===== src/common/ifetch_pkg.sv =====
package ifetch_pkg;

  localparam int WAY_CNT    = 2;
  localparam int SET_CNT    = 256;
  localparam int LINE_WORDS = 4;    // also the refill burst length

  // address fields of a fetch PC
  localparam int BEAT_LEN   = $clog2(LINE_WORDS);     // word within a line
  localparam int OFS_LEN    = BEAT_LEN + 2;           // bits 3:0
  localparam int IDX_LEN    = $clog2(SET_CNT);        // bits 11:4
  localparam int TAG_LEN    = 32 - IDX_LEN - OFS_LEN; // bits 31:12

  // each way keeps even and odd words in separate banks
  localparam int BANK_DEPTH = SET_CNT * LINE_WORDS / 2;

  localparam logic [31:0] RESET_PC = 32'h0000_1000;

  typedef logic [31:0] inst_t;

  typedef struct packed {
    logic               valid;
    logic [TAG_LEN-1:0] tag;
  } itag_t;

endpackage

===== src/core_ifetch/ifetch_pc_gen.sv =====
module ifetch_pc_gen (
  input  logic        clk             ,
  input  logic        rst_n           ,
  input  logic        stall_i         ,
  input  logic        redirect_valid_i,
  input  logic [31:0] redirect_pc_i   ,
  output logic [31:0] pc_o            ,
  output logic [1:0]  valid_o         ,
  output logic        uncached_o
);

  import ifetch_pkg::*;

  logic [31:0] pc_q;
  logic        pend_q;    // redirect seen while stalled
  logic [31:0] pend_pc_q;

  always_ff @(posedge clk) begin
    if (!rst_n) begin
      pc_q   <= RESET_PC;
      pend_q <= 1'b0;
    end else if (!stall_i) begin
      if (redirect_valid_i) begin
        pc_q <= redirect_pc_i;
      end else if (pend_q) begin
        pc_q <= pend_pc_q;
      end else begin
        pc_q <= {pc_q[31:3], 3'b000} + 32'd8; // next pair
      end
      pend_q <= 1'b0;
    end else if (redirect_valid_i) begin
      pend_q <= 1'b1;
    end
  end

  always_ff @(posedge clk) begin
    if (stall_i && redirect_valid_i) begin
      pend_pc_q <= redirect_pc_i;
    end
  end

  // nothing valid until a held redirect is taken
  assign valid_o    = pend_q ? 2'b00 : {1'b1, !pc_q[2]};
  assign pc_o       = pc_q;
  assign uncached_o = pc_q[31];

endmodule


===== config.mk =====
export PLATFORM = sky130hd
export DESIGN_NAME = ifetch_pc_gen
export DESIGN_NICKNAME = d
export VERILOG_FILES = /design/src/common/ifetch_pkg.sv /design/src/core_ifetch/ifetch_pc_gen.sv
export SDC_FILE = /design/constraint.sdc
export NUM_CORES = 1
export LEC_CHECK = 0
export ABC_AREA = 1
export BUFFER_PORTS_ARGS = -buffer_cell sky130_fd_sc_hd__buf_2
export CAP_MARGIN = 0
export CORE_MARGIN = 8
export CORE_UTILIZATION = 40
export DETAILED_ROUTE_END_ITERATION = 16
export HOLD_SLACK_MARGIN = 0.05
export PLACE_DENSITY_LB_ADDON = 0.3
export SLEW_MARGIN = 40
export SYNTH_ARGS = -nofsm -noshare
export SYNTH_HDL_FRONTEND = slang
export SYNTH_SLANG_ARGS = --single-unit

===== constraint.sdc =====
create_clock -name clk -period 3.4 [get_ports clk]
set_input_delay 0.17 -clock clk [delete_from_list [all_inputs] [get_ports clk]]
set_output_delay 0.17 -clock clk [all_outputs]
set_load 0.01 [all_outputs]

# Yosys cells after proc, flatten, opt, wreduce, memory -nomap -nowiden
# Cells that the tools add are included.
[totals]
in_bits = 36
register_bits = 65
output_inout_bits = 35
wordCells = 10
[classes]
n_reduce_logical = 3
muxes = 3
n_addsub = 1
[ops]
columns = ["op", "count"]
rows = [
  ["two-way mux 32 bit", 2],
  ["adder 32 x 4 -> 32 bit, second input constant", 1],
  ["two-way mux 2 bit", 1],
  ["AND reduction 2 bit", 1],
  ["logical AND 1 bit", 1],
  ["logical NOT 1 bit", 1],
]

# Logic depth before layout (Yosys ltp)
# Gate-level depths: netlist of the first run.
[logic_depth]
ltp_word = 3
mapped_depth = 10
mapped_depth_nobuf = 10

# Least setup slack after synthesis of the first run
# No wires, ideal clock.
[synth_path]
path_type = "register -> register"
startpoint = "register pc_q[4] (netlist: pc_o[4])"
endpoint = "register pc_q[27] (netlist: pc_o[27])"
path_slack_ns = 1.943
setup_ns = 0.112
period_less_slack_ns = 1.457
path_stages_with_launch = 11
n_path_buf = 0
required_ns = 3.288
arrival_time_ns = 1.345
path_cell_list = "dfxtp_1 ha_1 inv_1 nor2_8 nand2_4 nor2_2 nand2_1 nand2_1 nand3_1 nand2_1 nand2_1"
[synth_between]
elab_chain_len = 3
[synth_lines]
columns = ["element", "line_no", "text"]
rows = [
  ["from (decl)", "ifetch_pc_gen.sv:14", "logic [31:0] pc_q;"],
  ["from (signal assigned)", "ifetch_pc_gen.sv:24", "pc_q <= redirect_pc_i;"],
  ["from (signal assigned)", "ifetch_pc_gen.sv:26", "pc_q <= pend_pc_q;"],
  ["from (signal assigned)", "ifetch_pc_gen.sv:28", "pc_q <= {pc_q[31:3], 3'b000} + 32'd8;"],
  ["adder 32 x 4 -> 32 bit", "ifetch_pc_gen.sv:28", ""],
  ["two-way mux 32 bit", "ifetch_pc_gen.sv:25", "end else if (pend_q) begin"],
  ["two-way mux 32 bit", "ifetch_pc_gen.sv:23", "if (redirect_valid_i) begin"],
]
# No other way between the ends.
# A chain may end at the register's enable or synchronous reset.

# Worst setup path after layout of the first run
[layout_path]
startpoint = "register pc_q[4] (netlist: pc_o[4])"
endpoint = "register pc_q[25] (netlist: pc_o[25])"
# The elaborated chain is that of the path after synthesis.

==> out/metrics.yaml, run 1 <==
status: "complete, no violations"
grt_pass1_wl_microns: 15020
dp_hpwl_microns: 6802
reg2regPathDepth: 10
seq_area_frac_synth_pct: 47.73
grt_pass1_vias: 3082
grtUsageTotal_pct: 16.19
clk_path_buf_depth: 2
post_cts_buffers: 0
grt_max_degree: 28
io_buffers: 70
clkSlewWorstSetupHoldPaths_ns: 0.08
cts-htree-levels: 3
r2r_start: "pc_o[4]"
dr_total_vias: 3122
die_y_microns: 108.2
tightest_slew_ns: 0.5868
comb_power_share_pct: 12.8
die_area_sq_mm: 0.01170
area_delta_synth_final_pct: 28.29
finalSetupTns_ns: 0
slew_headroom_pct: 60.64
required_ns: 3.63
grt_overflow: 0
clkPwrFrac_pct: 37.7
holdPathStages: 2
final-setup-viol-count: 0
syn-instance-count: 420
cts_tree: "built"
place.gp.congestion: 0.8917
crit_type: "reg2reg"
r2r_end: "pc_o[25]"
cellPowerDensity_mw_per_mm2: 430.8
yosysWarnings: 0
clock-root-buffer: "clkbuf_8"
cts_buffers: 9
finalHoldViolations: 0
hold_path.class: "in2reg"
final_max_slew_viol_count: 0
internal-power_mw: 1.401
finalCritPeriodShare_pct: 47.65
hold_end: "pc_o[12]"
drive_above_1_share_pct: 24.05
drc: 0
start_util_pct: 41.34
cp-end-kind: "register"
clk_latency_ns: 0.34
num_antenna_cells: 0
seq_power_share_pct: 49.5
syn_area_sq_mm: 0.003397
clock.fmax_mhz: 617.2
drv_cap: 0
cts_resized: 0
drtIter0Drc: 174
critPathArrivalTime_ns: 1.85
hp-start: "rst_n"
p_total_mw: 1.877
fin_crit_ns: 1.620
avgViaCountPerCell: 4.932
p_leak_nw: 1.779
final_common_cell: "nand2_1"
placementRows: 33
antenna_left: 0
ys_types: 32
drt-wirelength-per-cell_microns: 14.51
rsz0062_at_grt: "false"
p_sw_uw: 476.3
pin_count: 71
rrSetupSlack_ns: 1.78
first_pass_iters: 5
cts.sinks: 65
netSwitchingFraction_pct: 25.37
syn_nets: 457
ys_ff_latch: 65
finClkSkew_ns: 0.01218
nets: 560
wl_microns: 9182
cp-start-kind: "register"
core_sq_mm: 0.008217
avgSynthCellArea_sq_um: 8.088
mostFrequentLayoutCells: "nand2_1 (131), buf_2 (70), nor2_1 (47)"
dieWidth_microns: 108.2
antenna_found_initial: 0
worstPathMaxFanout: 6
ir_worst_vdd_v: 0.0002368
critical path, cell delays in order, from the launching register on:
cell and delay (ns):
dfxtp_1 0.40, ha_1 0.22, inv_1 0.13, nor2_8 0.18, nand2_2 0.10, nor2_2 0.16, nand2_1 0.07, nand2_1 0.06
nand3_1 0.07, nand2_1 0.08, nand2_1 0.04
through the flow:
stage,cell area (sq um),cells,setup slack [ns],util (%),hold WS (ns)
detailed placement,3825,585,1.742,46.55,0.3663
finish,4358,633,1.780,53.04,0.1221
CTS,4358,633,1.792,53.04,0.09669
global placement,3825,585,1.777,46.55,0.3655
floorplan,3397,420,1.943,-,0.2689
global route,4358,633,1.609,53.04,0.1212
state kept, by name, indices dropped and copies added, names as in the netlist:
name and flops:
pc_o 32, pend_pc_q 32, pend_q 1
final cells by class:
type                       instances  area [sq um]
tap                              105         131.4
multi-input combinational        308          1570
sequential                        65          1622
clock buffer                      11         131.4
inverter                          35         136.4
fill                             752          3859
clock inverter                     5         81.33
timing repair buffer             104         685.7
metal layers:
metal	global-route usage (%)	part of all wire, %	vias up
li1	-	-	1622
met1	20.07	45	1423
met2	26.98	48	68
met3	3.748	5.0	9
met4	5.550	1.5	0
met5	0	0	-
kinds of logic (layout without fill, tap and decap cells):
family,Yosys count,after routing,share of synthesized area [%]
buffers and inverters,47,155,6.040
XOR/XNOR,3,3,0.7736
AND/OR/NAND/NOR,237,237,30.76
AO/OA/AOI/OAI,67,67,14.33
flip-flops,65,65,47.73
adder cells (fa/ha/maj),1,1,0.3683
worst max path at each step:
| stage | startpoint | to | depth (start not counted) |
|---|---|---|---|
| 6_report | pc_o[4] | pc_o[25] | 10 |
| 3_5_place_dp | stall_i | pend_pc_q[29] | 4 |
| 4_1_cts | pc_o[4] | pc_o[27] | 10 |
| 2_1_floorplan | pc_o[4] | pc_o[27] | 10 |
| 3_3_place_gp | stall_i | pend_pc_q[29] | 4 |
| 5_1_grt | pc_o[4] | pc_o[25] | 10 |
cell usage after synthesis (all sizes together):
cell type | n | area (sq um)
a21oi | 12 | 60.06
a221oi | 3 | 26.28
and2 | 2 | 12.51
buf | 11 | 65.06
clkbuf | 1 | 3.750
clkinv | 1 | 3.750
dfxtp | 33 | 660.6
edfxtp | 32 | 960.9
ha | 1 | 12.51
inv | 34 | 132.6
nand2 | 139 | 551.8
nand3 | 32 | 160.2
nand3b | 3 | 22.52
nor2 | 60 | 291.5
o211ai | 5 | 37.54
o21a | 2 | 15.01
o21ai | 22 | 110.1
o21bai | 3 | 22.52
o221a | 16 | 180.2
o221ai | 4 | 35.03
or2 | 1 | 6.260
xnor2 | 1 | 8.760
xor2 | 2 | 17.52
power by group through the flow:
stage          combinational [mW]  clock (mW)  sequential (mW)
2_1_floorplan               0.119           0            0.944
3_3_place_gp                0.209           0            0.945
3_5_place_dp                0.214           0            0.945
4_1_cts                     0.244       0.721            0.928
5_1_grt                     0.268       0.752            0.936
6_report                    0.240       0.708            0.929
what timing repair did:
item                                   in CTS  in global routing
setup endpoints to repair                   0                  0
hold buffers                               32                  0
endpoints found under the hold margin      32                  0
No activity file was read; power rests on OpenSTA's default activity.
==> inputs of run 2 (changes only) <==
clock period = 1.6 ns   (was 3.4 ns; I/O delays follow)
==> run 2 against run 1 <==
First-iteration DRC count is 24% lower. Worst setup slack worse by 1.6 ns. Sequential power is 110% higher. Hold slack worse by 0.021 ns. Register-to-register slack worse by 1.6 ns. Via count is 2.9% higher. Largest power group unchanged.
==> out/metrics.yaml, run 2 (synthesis results as in run 1) <==
crit_type: "reg2reg"
first_pass_iters: 4
grt_overflow: 0
start_util_pct: 41.34
clk_latency_ns: 0.35
die_y_microns: 108.2
cts.sinks: 65
slowest_delay_ns: 0.36
drtIter0Drc: 133
ir_worst_vdd_v: 0.0005054
finalHoldViolations: 0
final_common_cell: "nand2_1"
die_area_sq_mm: 0.01170
cp-end-kind: "register"
rrSetupSlack_ns: 0.14
critPathArrivalTime_ns: 1.69
finalSetupTns_ns: 0
hold_path.class: "in2reg"
dpl_cell_area_sq_mm: 0.003897
drc: 0
num_antenna_cells: 0
crit_family: "simple AND/OR/NAND/NOR gates"
crit_buf_inv: 1
core_sq_mm: 0.008217
finClkSkew_ns: 0.01302
cts-htree-levels: 3
worstPathMaxFanout: 6
path_cells: "ha_2, inv_2, nor2_8, nand3b_1, o21ai_1, nand3_1, nand2_1, nand2_1"
grt_pass1_vias: 3268
cellPowerDensity_mw_per_mm2: 877.9
pin_count: 71
clk_path_buf_depth: 2
finalCritPeriodShare_pct: 91.24
dp_hpwl_microns: 6903
antenna_left: 0
final_max_slew_viol_count: 0
avgViaCountPerCell: 5.006
cp_slowest_cell: "dfxtp_1"
tightest_slew_ns: 0.3562
dieWidth_microns: 108.2
final-setup-viol-count: 0
stdcell_area_sq_mm: 0.004456
wl_microns: 9482
clkSlewWorstSetupHoldPaths_ns: 0.08
drive_above_1_share_pct: 27.37
grt_pass1_wl_microns: 15900
clock-root-buffer: "clkbuf_8"
place.gp.congestion: 0.9303
rsz0062_at_grt: "false"
grt_max_degree: 33
p_leak_nw: 1.818
worst_path_most_repeated_cell: "nand2_1"
grtUsageTotal_pct: 17.08
nets: 569
mostFrequentLayoutCells: "nand2_1 (131), buf_2 (70), nor2_1 (45)"
slew_headroom_pct: 76.17
drv_cap: 0
io_buffers: 70
fin_crit_ns: 1.460
drt-wirelength-per-cell_microns: 14.77
post_cts_buffers: 0
cts_tree: "built"
placementRows: 33
required_ns: 1.83
status: "complete, no violations"
area_delta_synth_final_pct: 31.16
clock.fmax_mhz: 685.0
antenna_found_initial: 0
dr_total_vias: 3214
cts_buffers: 9
cp-start-kind: "register"
run 2: metrics by stage:
step | utilization, % | power [mW] | cells | hold WS (ns) | worst slack (ns)
after floorplan | - | 2.257 | 420 | 0.1789 | 0.1432
after global placement | 47.43 | 2.476 | 593 | 0.2706 | 0.1610
after detailed placement | 47.43 | 2.486 | 593 | 0.2742 | 0.1168
after CTS | 53.85 | 3.934 | 642 | 0.1041 | 0.1029
after global routing | 54.23 | 4.086 | 642 | 0.1044 | 0.003006
final | 54.23 | 3.912 | 642 | 0.1015 | 0.1401
run 2: worst paths after layout:
path,from,end,cells past startpoint
worst max register to register,pc_o[3],pc_o[21],8
worst min register to register,pc_o[9],pc_o[9],2
worst max-delay path,pc_o[3],pc_o[21],8
worst min-delay path,stall_i,pc_o[12],3
run 2: area by class of cell:
| type | count | area, sq um |
|---|---|---|
| timing repair buffer | 113 | 768.2 |
| fill | 766 | 3761 |
| multi-input combinational | 308 | 1593 |
| clock inverter | 5 | 55.05 |
| clock buffer | 11 | 141.4 |
| sequential | 65 | 1630 |
| inverter | 35 | 136.4 |
| tap | 105 | 131.4 |
run 2: repair_timing:
action | 4_1_cts | 5_1_grt
hold buffers | 33 | 0
resized for setup | 0 | 14
endpoints found under the setup margin | 0 | 8
endpoints found under the hold margin | 36 | 0
run 2: power breakdown:
group	switching, mW	internal [mW]
sequential	0.0992	1.87
clock	0.640	0.757
combinational	0.294	0.251
total	1.03	2.88
run 2: routing by layer:
metal	vias up	track usage [%]	routed length, microns	part of all wire, %
li1	1647	-	-	-
met4	0	7.235	201	2.1
met3	18	4.164	655	6.9
met2	80	28.25	4451	47
met1	1469	20.70	4174	44
met5	-	0	0	0
run 2: worst register-to-register path, stage by stage (launching register included):
cell and delay [ns]:
dfxtp_1 0.36, ha_2 0.21, inv_2 0.07, nor2_8 0.16
nand3b_1 0.18, o21ai_1 0.17, nand3_1 0.09, nand2_1 0.07
nand2_1 0.04
